### src/design/glb_pkg.sv
// shared definitions for the global buffer
//   bank word and bank address widths
//   config register widths and register map
//   bank request and config request structs

package glb_pkg;

    // ~~~~~~~~~~~~~~~~~~~~~~~~~~~~~~~~~~~~~~~~
    // bank geometry
    // ~~~~~~~~~~~~~~~~~~~~~~~~~~~~~~~~~~~~~~~~
    localparam int BANK_DATA_WIDTH = 64;               // one bank word
    localparam int BANK_ADDR_WIDTH = 8;                // 256 words per bank

    typedef logic [BANK_DATA_WIDTH-1:0] bank_data_t;

    // request seen by every bank, the address is the in-bank word index
    typedef struct packed {
        logic [BANK_ADDR_WIDTH-1:0] addr;              // word inside the bank
        bank_data_t                 data;              // write word
    } bank_req_t;                                      // 72 bits

    // ~~~~~~~~~~~~~~~~~~~~~~~~~~~~~~~~~~~~~~~~
    // config register map
    // ~~~~~~~~~~~~~~~~~~~~~~~~~~~~~~~~~~~~~~~~
    localparam int CFG_ADDR_WIDTH = 2;
    localparam int CFG_DATA_WIDTH = 32;

    localparam logic [CFG_ADDR_WIDTH-1:0] CFG_BANK_ENABLE = 2'd0;  // per-bank enable mask
    localparam logic [CFG_ADDR_WIDTH-1:0] CFG_DROP_COUNT  = 2'd1;  // dropped access count

    // host side config access, plain strobes
    typedef struct packed {
        logic                      wr_en;              // write strobe
        logic                      rd_en;              // read strobe
        logic [CFG_ADDR_WIDTH-1:0] addr;               // register select
        logic [CFG_DATA_WIDTH-1:0] data;               // write data
    } cfg_req_t;                                       // 36 bits

    // addresses 2 and 3 are unmapped and read as zero

endpackage

### src/design/glb_config.sv
// configuration block of the global buffer
//   bank enable mask, resets to all banks on
//   saturating counter of dropped accesses
//   registered register read port

`timescale 1ns/1ns

module glb_config import glb_pkg::*; #(
    parameter int NUM_BANKS = 4
) (
    input  logic                      clk,
    input  logic                      reset,
    input  cfg_req_t                  cfg,             // host register access
    output logic [CFG_DATA_WIDTH-1:0] cfg_rd_data,     // valid the cycle after a read
    output logic [NUM_BANKS-1:0]      bank_enable,     // to the interconnect
    input  logic                      drop             // dropped access pulse
);

    logic [CFG_DATA_WIDTH-1:0] drop_count;
    logic [CFG_DATA_WIDTH-1:0] mask_ext;               // mask zero-extended for readback
    logic                      wr_mask;
    logic                      wr_count;

    assign wr_mask  = cfg.wr_en && (cfg.addr == CFG_BANK_ENABLE);
    assign wr_count = cfg.wr_en && (cfg.addr == CFG_DROP_COUNT);

    // ~~~~~~~~~~~~~~~~~~~~~~~~~~~~~~~~~~~~~~~~
    // registers
    // ~~~~~~~~~~~~~~~~~~~~~~~~~~~~~~~~~~~~~~~~
    always_ff @(posedge clk or posedge reset) begin
        if (reset) begin
            bank_enable <= '1;                         // all banks on
        end else if (wr_mask) begin
            bank_enable <= cfg.data[NUM_BANKS-1:0];    // upper bits ignored
        end
    end

    always_ff @(posedge clk or posedge reset) begin
        if (reset) begin
            drop_count <= '0;
        end else if (wr_count) begin
            drop_count <= '0;                          // any write clears
        end else if (drop && (drop_count != '1)) begin
            drop_count <= drop_count + 1'b1;           // stops at the top
        end
    end

    // ~~~~~~~~~~~~~~~~~~~~~~~~~~~~~~~~~~~~~~~~
    // read port
    // ~~~~~~~~~~~~~~~~~~~~~~~~~~~~~~~~~~~~~~~~
    always_comb begin
        mask_ext                = '0;
        mask_ext[NUM_BANKS-1:0] = bank_enable;
    end

    always_ff @(posedge clk or posedge reset) begin
        if (reset) begin
            cfg_rd_data <= '0;
        end else if (cfg.rd_en) begin
            case (cfg.addr)
                CFG_BANK_ENABLE: cfg_rd_data <= mask_ext;
                CFG_DROP_COUNT:  cfg_rd_data <= drop_count;
                default:         cfg_rd_data <= '0;    // unmapped
            endcase
        end
    end

endmodule

### config.mk
export PLATFORM = sky130hd
export DESIGN_NAME = glb_config
export DESIGN_NICKNAME = d
export VERILOG_FILES = /design/src/design/glb_pkg.sv /design/src/design/glb_config.sv
export SDC_FILE = /design/constraint.sdc
export NUM_CORES = 1
export LEC_CHECK = 0
export CORE_ASPECT_RATIO = 1.5
export CORE_MARGIN = 2
export CORE_UTILIZATION = 55
export CTS_CLUSTER_DIAMETER = 100
export DETAILED_ROUTE_END_ITERATION = 8
export DONT_BUFFER_PORTS = 1
export HOLD_SLACK_MARGIN = 0.1
export PLACE_DENSITY = 0.79
export SLEW_MARGIN = 20
export SYNTH_ARGS = -nofsm -noshare
export SYNTH_HDL_FRONTEND = slang
export SYNTH_SLANG_ARGS = --single-unit
export TNS_END_PERCENT = 20
### constraint.sdc
create_clock -name clk -period 2.5 [get_ports clk]
set_input_delay 0.125 -clock clk [delete_from_list [all_inputs] [get_ports clk]]
set_output_delay 0.125 -clock clk [all_outputs]
set_load 0.03 [all_outputs]
==> results.toml <==
[run_status]
status = "finished, final reports clean"

[grt]
grt-ovfl-total = 0
antenna_found_initial = 0
grt_usage_pct = 26.7
grt_start_max_net_pins = 36
grt_pass1_wl_mm = 13.1
grt_pass1_vias = 2866

[sta]
slew_headroom_pct = 33.1
setup_viol = 0
fin_tns_setup_ns = 0
min_period_ns = 2.36
worst_clock_skew_ns = 0.0112
maxSlewViolCount = 0
fin_crit_sh_pct = 94.5
hold_violations = 0
tightest_slew_ns = 1.00
rsz0062_at_grt = "false"
fmaxAchievable_mhz = 423

[placed_design]
numPortBuffers = 0
placed_area_um2 = 3410
dp_hpwl_mm = 5.30
place_congestion = 0.871

[final_layout]
most-common-layout-cells = "dfrtp_1 (64), nand2_1 (40), inv_1 (35)"
synthToLayoutAreaGrowth_pct = 14.7
n_antenna_cell = 0
final_common_cell = "dfrtp_1"
final_area_um2 = 3720
final_nets = 406
layout-drive-gt1-share_pct = 14.0

[flow_run]
drv_cap = 0

[route]
first_pass_iters = 4
first_iter_violations = 177
via_count = 2769
viasPerCell = 6.25
wl_mm = 7.92
wl_per_cell_um = 17.9
drc_errors = 0
final_antenna_net_count = 0

[floorplan]
dieHeight_um = 98.1
initial_utilization_pct = 56.6
pin_count = 75
core_um2 = 5740
dieWidth_um = 66.7
placement_rows = 34
die_area_um2 = 6550

[cts]
cts_root_buf = "clkbuf_8"
cts_resized = 0
clk_latency_ns = 0.35
cts_buffer_depth = 2
clock-sinks = 68
cts_buffers = 9
holdBufCountCts = 9
htreeDepth = 3
cts_tree = "yes"
clkTransAtPathRegs_ns = 0.08
cts_setup_buffers = 0

[setup_path]
crit_fanout = 15
endpoint_kind = "register"
critical_path_class = "reg -> reg"
required_ns = 2.77
arrival_ns = 2.63
startpoint_type = "register"

[min_path]
hp-class = "in -> reg"

[power]
power.leakage_nw = 1.50
irDropWorstVdd_uv = 547
finalPower_mw = 2.48
p_per_area_nw_per_um2 = 666

[synth]
synth_nets = 386
ys_seq_area_share_pct = 52.5
synth.distinct_cells = 41
synth-compound-area-share_pct = 16.2
avgSynthCellArea_um2 = 9.39
synthAdderAreaFrac_pct = 0.385
synth_xor_area_share_pct = 1.62
synth_simple_gate_area_share_pct = 20.1
netlist_instances = 346
synth_mux_area_share_pct = 2.62
synth_top_family_by_area = "simple AND/OR/NAND/NOR gates"
syn_area_um2 = 3250
ys_ff_latch = 68
synth_warnings = 0
-- state kept, by name, summed over array words and instances, names as in the netlist --
| name | flops |
|---|---|
| cfg_rd_data | 32 |
| drop_count | 32 |
| bank_enable | 4 |
-- worst max-delay path, stage by stage (launching register included) --
cell and delay, ns:
dfrtp_1 0.45, nand4_2 0.12, or3_1 0.40, or3_1 0.58, or4_1 0.55, a21oi_1 0.18
-- synth_stat cells --
library cell | number | area (um2)
a211oi_1 | 3 | 22.5
a21oi_1 | 19 | 95.1
a311oi_1 | 1 | 8.76
a31oi_1 | 2 | 12.5
and3_1 | 3 | 18.8
and4_1 | 1 | 8.76
buf_2 | 5 | 25.0
buf_4 | 1 | 7.51
clkbuf_1 | 11 | 41.3
clkbuf_2 | 1 | 5.00
dfrtp_1 | 64 | 1600
dfstp_2 | 4 | 105
ha_1 | 1 | 12.5
inv_1 | 36 | 135
mux2_2 | 4 | 45.0
mux2i_1 | 4 | 40.0
nand2_1 | 40 | 150
nand2b_1 | 2 | 12.5
nand3_1 | 14 | 70.1
nand3b_1 | 1 | 7.51
nand4_1 | 10 | 62.6
nand4_2 | 2 | 25.0
nor2_1 | 14 | 52.6
nor2b_1 | 1 | 6.26
nor3_1 | 7 | 35.0
nor3b_1 | 2 | 15.0
nor4_2 | 1 | 12.5
o2111ai_1 | 1 | 8.76
o211ai_1 | 2 | 15.0
o21ai_0 | 34 | 170
o21ba_2 | 2 | 20.0
o22ai_1 | 4 | 25.0
o311ai_0 | 2 | 17.5
o31ai_1 | 14 | 105
o41ai_1 | 1 | 8.76
o41ai_2 | 1 | 16.3
or2_2 | 2 | 12.5
or3_1 | 8 | 50.1
or4_1 | 15 | 113
xnor2_1 | 2 | 17.5
xor2_1 | 4 | 35.0
-- through the flow --
stage / setup slack, ns / instances / utilization, % / hold slack, ns
floorplan: 0.263 / 346 / - / 0.232
global placement: 0.253 / 418 / 59.4 / 0.162
detailed placement: 0.211 / 418 / 59.4 / 0.169
CTS: 0.149 / 443 / 64.9 / 0.105
global route: 0.0232 / 443 / 64.9 / 0.129
finish: 0.138 / 443 / 64.9 / 0.130
-- metal layers --
layer / GRT usage, % / up-vias / wire [um]
li1: - / 1269 / -
met1: 27.8 / 1369 / 2940
met2: 47.4 / 103 / 4300
met3: 6.34 / 28 / 349
met4: 15.1 / 0 / 329
met5: 0 / - / 0
-- where the power goes --
group	leakage [nW]	switching (mW)	internal, mW	total, mW
clock network	0.110	0.441	0.566	1.01
registers	0.929	0.0942	1.16	1.25
logic	0.463	0.130	0.0909	0.221
-- cells by family (layout without fill, tap and decap cells) --
family,after synthesis,after routing
buffers and inverters,54,79
adder cells (fa/ha/maj),1,1
AO/OA/AOI/OAI,86,86
AND/OR/NAND/NOR,123,123
multiplexers,8,8
flip-flops,68,68
XOR/XNOR,6,6
-- final timing paths --
check                           cells after the start           start  slack (ns)              end
worst max register to register                      5   drop_count[6]        0.14   drop_count[23]
max in group asynchronous                           3           reset        1.43   bank_enable[2]
min in group asynchronous                           2           reset        0.35  cfg_rd_data[23]
worst min register to register                      1  drop_count[20]        0.55   drop_count[20]
worst min-delay path                                2         cfg[32]        0.13   bank_enable[3]
worst max-delay path                                5   drop_count[6]        0.14   drop_count[23]
-- layout make-up --
class	instances	area, um2
inverter	36	135
sequential	68	1710
clock inverter	7	98.8
tap	72	90.1
fill	461	2020
timing repair buffer	27	238
clock buffer	9	124
multi-input combinational	224	1330
(Power assumes the default switching activity.)
