File: config.mk
export PLATFORM = sky130hd
export DESIGN_NAME = host_bank_interconnect
export DESIGN_NICKNAME = d
export VERILOG_FILES = /design/src/design/glb_pkg.sv /design/src/design/host_bank_interconnect.sv
export SDC_FILE = /design/constraint.sdc
export NUM_CORES = 1
export LEC_CHECK = 0
export BUFFER_PORTS_ARGS = -buffer_cell sky130_fd_sc_hd__buf_4
export CAP_MARGIN = 20
export CORE_AREA = 2 2 280 282
export DETAILED_ROUTE_END_ITERATION = 6
export DIE_AREA = 0 0 282 284
export MAX_ROUTING_LAYER = met4
export PLACE_DENSITY = 0.48
export RECOVER_POWER = 25
export SYNTH_ARGS = -nofsm -noshare
export SYNTH_HDL_FRONTEND = slang
export SYNTH_SLANG_ARGS = --single-unit
File: constraint.sdc
create_clock -name clk -period 5.35 [get_ports clk]
set_input_delay 1.07 -clock clk [delete_from_list [all_inputs] [get_ports clk]]
set_output_delay 1.07 -clock clk [all_outputs]
set_load 0.02 [all_outputs]
File: src/design/glb_pkg.sv
// shared definitions for the global buffer
//   bank word and bank address widths
//   config register widths and register map
//   bank request and config request structs

package glb_pkg;

    // ~~~~~~~~~~~~~~~~~~~~~~~~~~~~~~~~~~~~~~~~
    // bank geometry
    // ~~~~~~~~~~~~~~~~~~~~~~~~~~~~~~~~~~~~~~~~
    localparam int BANK_DATA_WIDTH = 64;               // one bank word
    localparam int BANK_ADDR_WIDTH = 8;                // 256 words per bank

    typedef logic [BANK_DATA_WIDTH-1:0] bank_data_t;

    // request seen by every bank, the address is the in-bank word index
    typedef struct packed {
        logic [BANK_ADDR_WIDTH-1:0] addr;              // word inside the bank
        bank_data_t                 data;              // write word
    } bank_req_t;                                      // 72 bits

    // ~~~~~~~~~~~~~~~~~~~~~~~~~~~~~~~~~~~~~~~~
    // config register map
    // ~~~~~~~~~~~~~~~~~~~~~~~~~~~~~~~~~~~~~~~~
    localparam int CFG_ADDR_WIDTH = 2;
    localparam int CFG_DATA_WIDTH = 32;

    localparam logic [CFG_ADDR_WIDTH-1:0] CFG_BANK_ENABLE = 2'd0;  // per-bank enable mask
    localparam logic [CFG_ADDR_WIDTH-1:0] CFG_DROP_COUNT  = 2'd1;  // dropped access count

    // host side config access, plain strobes
    typedef struct packed {
        logic                      wr_en;              // write strobe
        logic                      rd_en;              // read strobe
        logic [CFG_ADDR_WIDTH-1:0] addr;               // register select
        logic [CFG_DATA_WIDTH-1:0] data;               // write data
    } cfg_req_t;                                       // 36 bits

    // addresses 2 and 3 are unmapped and read as zero

endpackage

File: src/design/host_bank_interconnect.sv
// host to bank interconnect
//   bank decode from the high address bits, gated by the enable mask
//   write and address fan-out to every bank
//   drop pulse for accesses to disabled banks
//   two-stage read return pipeline with a held output word

`timescale 1ns/1ns

module host_bank_interconnect import glb_pkg::*; #(
    parameter  int NUM_BANKS      = 4,
    localparam int BANK_SEL_WIDTH = $clog2(NUM_BANKS),
    localparam int GLB_ADDR_WIDTH = BANK_ADDR_WIDTH + BANK_SEL_WIDTH
) (
    input  logic                      clk,
    input  logic                      reset,

    input  logic                      host_wr_en,
    input  logic [GLB_ADDR_WIDTH-1:0] host_wr_addr,
    input  bank_data_t                host_wr_data,

    input  logic                      host_rd_en,
    input  logic [GLB_ADDR_WIDTH-1:0] host_rd_addr,
    output bank_data_t                host_rd_data,

    input  logic [NUM_BANKS-1:0]      bank_enable,     // from the config block
    output logic                      drop,            // one pulse per dropped access

    output logic                      bank_wr_en   [NUM_BANKS-1:0],
    output logic                      bank_rd_en   [NUM_BANKS-1:0],
    output bank_req_t                 bank_req     [NUM_BANKS-1:0],
    input  bank_data_t                bank_rd_data [NUM_BANKS-1:0]
);

    // ~~~~~~~~~~~~~~~~~~~~~~~~~~~~~~~~~~~~~~~~
    // address split and bank decode
    // ~~~~~~~~~~~~~~~~~~~~~~~~~~~~~~~~~~~~~~~~
    logic [BANK_SEL_WIDTH-1:0]  wr_sel;                // bank field of write address
    logic [BANK_SEL_WIDTH-1:0]  rd_sel;                // bank field of read address
    logic [BANK_ADDR_WIDTH-1:0] wr_word;               // in-bank write address
    logic [BANK_ADDR_WIDTH-1:0] rd_word;               // in-bank read address
    logic [NUM_BANKS-1:0]       wr_dec;                // one-hot, before enable gating
    logic [NUM_BANKS-1:0]       rd_dec;
    logic                       wr_hit;                // write targets an enabled bank
    logic                       rd_hit;                // read targets an enabled bank

    assign wr_sel  = host_wr_addr[BANK_ADDR_WIDTH +: BANK_SEL_WIDTH];
    assign rd_sel  = host_rd_addr[BANK_ADDR_WIDTH +: BANK_SEL_WIDTH];
    assign wr_word = host_wr_addr[0 +: BANK_ADDR_WIDTH];
    assign rd_word = host_rd_addr[0 +: BANK_ADDR_WIDTH];

    assign wr_hit = bank_enable[wr_sel];
    assign rd_hit = bank_enable[rd_sel];

    // a strobe aimed at a disabled bank never reaches the memory
    assign drop = (host_wr_en && !wr_hit) || (host_rd_en && !rd_hit);

    always_comb begin
        for (int i = 0; i < NUM_BANKS; i++) begin
            wr_dec[i]     = host_wr_en && (wr_sel == BANK_SEL_WIDTH'(i));
            rd_dec[i]     = host_rd_en && (rd_sel == BANK_SEL_WIDTH'(i));
            bank_wr_en[i] = wr_dec[i] && bank_enable[i];   // gated by mask
            bank_rd_en[i] = rd_dec[i] && bank_enable[i];
            // the write owns the address of the bank it selects
            bank_req[i].addr = wr_dec[i] ? wr_word : rd_word;
            bank_req[i].data = host_wr_data;               // same word to all banks
        end
    end

    // ~~~~~~~~~~~~~~~~~~~~~~~~~~~~~~~~~~~~~~~~
    // read return pipeline
    // ~~~~~~~~~~~~~~~~~~~~~~~~~~~~~~~~~~~~~~~~
    logic                      rd_vld_d1;              // read issued one cycle ago
    logic                      rd_vld_d2;              // read result due this cycle
    logic                      rd_hit_d1;
    logic                      rd_hit_d2;
    logic [BANK_SEL_WIDTH-1:0] rd_sel_d1;
    logic [BANK_SEL_WIDTH-1:0] rd_sel_d2;
    bank_data_t                rd_word_d1 [NUM_BANKS-1:0];  // registered bank returns
    bank_data_t                rd_new;                 // result of the completing read
    bank_data_t                rd_held;                // last completed result

    // select and hit flag travel beside the data
    always_ff @(posedge clk or posedge reset) begin
        if (reset) begin
            rd_vld_d1 <= 1'b0;
            rd_vld_d2 <= 1'b0;
            rd_hit_d1 <= 1'b0;
            rd_hit_d2 <= 1'b0;
            rd_sel_d1 <= '0;
            rd_sel_d2 <= '0;
        end else begin
            rd_vld_d1 <= host_rd_en;
            rd_vld_d2 <= rd_vld_d1;
            rd_hit_d1 <= rd_hit;
            rd_hit_d2 <= rd_hit_d1;
            rd_sel_d1 <= rd_sel;
            rd_sel_d2 <= rd_sel_d1;
        end
    end

    // bank words arrive in n+1 and are captured at the end of n+1
    always_ff @(posedge clk) begin
        for (int i = 0; i < NUM_BANKS; i++) begin
            rd_word_d1[i] <= bank_rd_data[i];
        end
    end

    assign rd_new = rd_hit_d2 ? rd_word_d1[rd_sel_d2] : '0;   // missed read gives zero

    always_ff @(posedge clk or posedge reset) begin
        if (reset) begin
            rd_held <= '0;
        end else if (rd_vld_d2) begin
            rd_held <= rd_new;                         // keep it for idle cycles
        end
    end

    // new result shows in n+2 itself, the held copy covers the cycles after
    assign host_rd_data = rd_vld_d2 ? rd_new : rd_held;

endmodule

==> results of run 1 <==
worst paths after layout:
check,start,end,slack (ns),depth (start not counted)
max reg2reg,rd_vld_d2,rd_held[3],2.99,3
max,rd_vld_d2,host_rd_data[3],1.33,4
min in group asynchronous,reset,rd_held[17],0.57,2
min reg2reg,rd_vld_d1,rd_vld_d2,0.35,0
max in group asynchronous,reset,rd_held[57],3.72,3
min,rd_vld_d1,rd_vld_d2,0.35,0
per-stage QoR:
step                      hold slack, ns  utilization (%)  setup slack [ns]  area [um^2]
after floorplan                    0.331                -              2.41        11900
after global placement             0.333             18.2              1.80        14000
after detailed placement           0.335             18.2              1.81        14000
after CTS                          0.348             19.9              1.19        15300
after global routing               0.354             19.9              1.13        15300
final                              0.347             19.9              1.33        15300
flip-flops by register name, summed over array words and instances (netlist names):
name and flops:
rd_vld_d2 1, rd_word_d1 256, rd_hit_d2 1, rd_hit_d1 1
rd_sel_d1 2, rd_vld_d1 1, rd_sel_d2 2, rd_held 64
final cells by class:
type	count	area share (%)
Clock inverter	10	0.702
Antenna cell	4	0.0653
Tap cell	1040	8.49
Clock buffer	60	7.69
Inverter	3	0.0898
Sequential cell	328	45.3
Multi-Input combinational cell	312	18.3
Timing Repair Buffer	395	19.4
routing by layer:
| metal | share of wire (%) | GRT usage [%] | vias up |
|---|---|---|---|
| met5 | 0 | - | - |
| met4 | 3.5 | 4.00 | 0 |
| met3 | 13 | 5.24 | 78 |
| met2 | 50 | 17.7 | 525 |
| met1 | 34 | 9.77 | 3311 |
| li1 | - | - | 3233 |
placed cells by master, fill, tap and decap left out, types with 2 or more instances in the layout:
| cell type | synthesis | final |
|---|---|---|
| buf_4 | 269 | 208 |
| clkbuf_1 | 17 | 13 |
| clkbuf_16 | 0 | 41 |
| clkbuf_4 | 1 | 184 |
| clkbuf_8 | 0 | 8 |
| clkinv_2 | 0 | 4 |
| dfrtp_1 | 72 | 70 |
| dfxtp_1 | 256 | 256 |
| diode_2 | 0 | 4 |
| inv_1 | 3 | 2 |
| inv_6 | 0 | 3 |
| mux2_2 | 30 | 30 |
| mux2_4 | 2 | 2 |
| mux2i_1 | 129 | 129 |
| nand2_1 | 4 | 4 |
| nand2b_1 | 65 | 65 |
| nor2_1 | 3 | 3 |
| nor2b_4 | 2 | 2 |
| o221ai_1 | 64 | 64 |
cells by family after synthesis:
family | share of synthesized area (%)
AO/OA/AOI/OAI | 4.80
buffers and inverters | 18.0
flip-flops | 58.4
AND/OR/NAND/NOR | 4.58
multiplexers | 14.2
power groups by stage:
stage                     logic [mW]  registers (mW)  clock network (mW)
final                          0.670            2.68                2.65
after global routing           0.725            2.69                2.84
after CTS                      0.699            2.68                2.75
after detailed placement       0.695            2.73                   0
after global placement         0.690            2.73                   0
after floorplan                0.599            2.70                   0
==> results.toml, run 1 <==
[clock_tree]
cts-hold-fix-buffers = 0
post-cts-setup-buffer-count = 0
clk_pin_slew_ns = 0.06
cts_resized = 0
htree_num_levels = 2
cts_tree = "done"
cts-root-buf = "clkbuf_16"
clock-sinks = 328
insertion_delay_ns = 0.55
cts_buffers = 38
cts.path.max_buffers = 3

[worst_setup_path]
critPathRequiredTime_ns = 4.28
crit_fanout = 56
cp_top_family = "buffers and inverters"
cp_slowest_cell = "buf_4"
critical_path.most_common_cell = "buf_4"
critPathKind = "reg2out"
cp_cell_sequence = "nand3b_1, buf_4, o221ai_1, buf_4"
slowest_delay_ns = 0.68
worstPathArrival_ns = 2.95
cp-end-kind = "primary output"
startpoint_type = "register"
critPathBufInv = 2

[pwr]
p_sw_mw = 1.47
p_int_mw = 4.52
power_frac_seq_pct = 44.7
p_leak_nw = 6.85
irDropWorstVdd_mv = 0.186
combPwrFrac_pct = 11.2
switching_share_pct = 24.5
cellPowerDensity_mw_per_mm2 = 391
total_power_mw = 5.99
clock_power_share_pct = 44.1

[synth]
synth_common_cells = "269 x buf_4, 256 x dfxtp_1, 129 x mux2i_1"
synthFlopType = "dfxtp_1"
ys_types = 29
synthCells = 935
syn_nets = 1283
synth-edff-count = 0
yosys_warnings = 0
synth_area_leaders = "dfxtp_1 43%, buf_4 17%, dfrtp_1 15%, mux2i_1 11%, o221ai_1 4.7%"
async_flop_share_pct = 22.0
synth-seq-area-share_pct = 58.4
syn_area_per_cell_um2 = 12.7
yosysMostFrequentCell = "buf_4"
ys_seq_elements = 328
yosysTopAreaCellShare_pct = 43.2
yosys.area.top_type = "dfxtp_1"
syn_area_mm2 = 0.0119

[finish]
seqCellArea_mm2 = 0.00693
nets = 1426
fill_cells = 8390
multi_input_area_mm2 = 0.00281
stdcell_count = 2152
drive_gt1_share_pct = 44.6
area_growth_pct = 29.2

[timing]
tns_ns = 0
fin_skew_ns = 0.00801
period_share_pct = 75.1
slew_violations = 0
maxSlewHeadroom_pct = 42.2
post-route-min-period_ns = 4.02
setup_viol = 0
tightestPinTransition_ns = 0.867
max_freq_ghz = 0.249
rsz0062_at_grt = "no"
hold_viol = 0

[placed_design]
place_hpwl_um = 32700
port_buffers = 388
dp_cells = 2078
place_congestion = 0.731

[floorplan]
start_util_pct = 15.4
core_mm2 = 0.0770
die_area_mm2 = 0.0801
die_h_um = 284
ios = 709
dieWidth_um = 282
core.rowCount = 102

[routing]
via_per_inst = 3.32
routed_wl_um = 42200
ant_nets = 0
first_pass_iters = 4
wl_per_cell_um = 19.6
drt_iter0_drc = 199
drc = 0
vias = 7147

[global_routing]
grt_util_all_layers_pct = 10.3
antenna_found_initial = 4
grt-ovfl-total = 0
grt_pass1_vias = 7769
grt_max_degree = 61
grt_pass1_wl_um = 57300

[status]
outcome = "completed"

[worst_hold_path]
hp-class = "reg2reg"

[run]
cap_viol_max_count = 0
Power figures use the tool's default switching activity.
==> run 2: changes to the inputs <==
==> constraint.sdc (replaced) <==
create_clock -name clk -period 4.13 [get_ports clk]
set_input_delay 0.826 -clock clk [delete_from_list [all_inputs] [get_ports clk]]
set_output_delay 0.826 -clock clk [all_outputs]
set_load 0.02 [all_outputs]
==> run 2 against run 1 <==
Clock power up 37%. Non-clock buffer count rose by 5. Sequential share of layout area is 0.54 points lower. Largest power group is now the clock network.
==> results.toml, run 2 (same netlist as run 1, synthesis figures left out) <==
[status]
outcome = "completed"

[pwr]
power_frac_seq_pct = 43.2
p_leak_nw = 6.93
p_int_mw = 6.01
cellPowerDensity_mw_per_mm2 = 516
p_sw_mw = 1.99
combPwrFrac_pct = 11.2
clock_power_share_pct = 45.6
switching_share_pct = 24.9
irDropWorstVdd_mv = 0.225

[timing]
holdWs_ns = 0.345
post-route-min-period_ns = 3.42
tns_ns = 0
slew_violations = 0
maxSlewHeadroom_pct = 33.9
period_share_pct = 82.7
tightestPinTransition_ns = 0.978
setup_slack_ns = 0.715
rsz0062_at_grt = "no"
hold_viol = 0
fin_skew_ns = 0.0149
setup_viol = 0
max_freq_ghz = 0.293

[routing]
drt_iter0_drc = 213
vias = 7193
via_per_inst = 3.33
ant_nets = 0
first_pass_iters = 4
wl_per_cell_um = 19.9
routed_wl_um = 43000
drc = 0

[worst_setup_path]
crit_cells = 4
cp-end-kind = "primary output"
cp_top_family = "buffers and inverters"
cp_slowest_cell = "buf_4"
worstReg2RegStart = "rd_vld_d2"
r2r_cells = 3
critPathBufInv = 2
critPathKind = "reg2out"
critPathRequiredTime_ns = 3.30
cp_cell_sequence = "nand3_4, buf_4, o221ai_1, buf_4"
startpoint_type = "register"
worstPathArrival_ns = 2.59
crit_fanout = 33
critical_path.most_common_cell = "buf_4"
slowest_delay_ns = 0.54
crit_start = "rd_vld_d2"

[clock_tree]
cts.path.max_buffers = 3
cts_tree = "done"
htree_num_levels = 2
post-cts-setup-buffer-count = 0
cts_buffers = 40
insertion_delay_ns = 0.56
cts_resized = 0
cts-hold-fix-buffers = 0
clock-sinks = 328
clk_pin_slew_ns = 0.06
cts-root-buf = "clkbuf_16"

[floorplan]
core_mm2 = 0.0770
core.rowCount = 102
ios = 709
start_util_pct = 15.4
dieWidth_um = 282
die_h_um = 284
die_area_mm2 = 0.0801

[finish]
area_growth_pct = 30.7
largest_reg_flops = 256
top_register = "rd_word_d1"
layout.cells.most_common_list = "256 x dfxtp_1, 206 x buf_4, 189 x clkbuf_4"
nets = 1433
layout_commonest_cell = "dfxtp_1"
stdcell_count = 2161
drive_gt1_share_pct = 45.5
fill_cells = 8329
reg_top3 = "rd_word_d1 (256), rd_held (64)"

[placed_design]
port_buffers = 388
dp_cells = 2083
place_hpwl_um = 33300
post-place-ws_ns = 1.14
place_congestion = 0.755

[global_routing]
grt_pass1_vias = 7641
grt_pass1_wl_um = 58000
grt-ovfl-total = 0
grt_max_degree = 64
antenna_found_initial = 5
grt_util_all_layers_pct = 10.5

[worst_hold_path]
hp-class = "in2async"

[run]
cap_viol_max_count = 0
[run 2: layout make-up]
type / count / area [um^2] / area share (%)
diodes: 4 / 10.0 / 0.0646
well taps: 1040 / 1300 / 8.39
clock buffers: 52 / 1110 / 7.14
clock inverters: 22 / 283 / 1.82
repair buffers: 400 / 3050 / 19.7
inverters: 3 / 13.8 / 0.0888
flip-flops and latches: 328 / 6930 / 44.7
multi-input cells: 312 / 2810 / 18.1
[run 2: worst paths after layout]
check,endpoint,slack [ns]
min,rd_held[21],0.34
max reg2reg,rd_held[62],2.14
min in group clk,rd_vld_d2,0.36
min reg2reg,rd_vld_d2,0.36
max,host_rd_data[62],0.71
max in group asynchronous,rd_sel_d2[1],2.89
[run 2: metrics by stage]
step | cell area [um^2] | total power [mW] | util, %
finish | 15500 | 8.00 | 20.1
global route | 15500 | 8.36 | 20.1
CTS | 15500 | 8.20 | 20.1
detailed placement | 14100 | 4.46 | 18.3
global placement | 14100 | 4.44 | 18.3
floorplan | 11900 | 4.27 | -
[run 2: layer usage]
metal	track usage, %	up-vias	share of wire (%)
met5	-	-	0
li1	-	3255	-
met2	18.2	508	50
met3	4.88	72	11
met4	4.19	0	3.7
met1	10.1	3358	35
[run 2: power groups by stage]
| stage | clock network, mW | logic (mW) | registers, mW |
|---|---|---|---|
| floorplan | 0 | 0.776 | 3.50 |
| global placement | 0 | 0.923 | 3.52 |
| detailed placement | 0 | 0.932 | 3.52 |
| CTS | 3.81 | 0.936 | 3.46 |
| global route | 3.92 | 0.966 | 3.47 |
| finish | 3.64 | 0.898 | 3.45 |
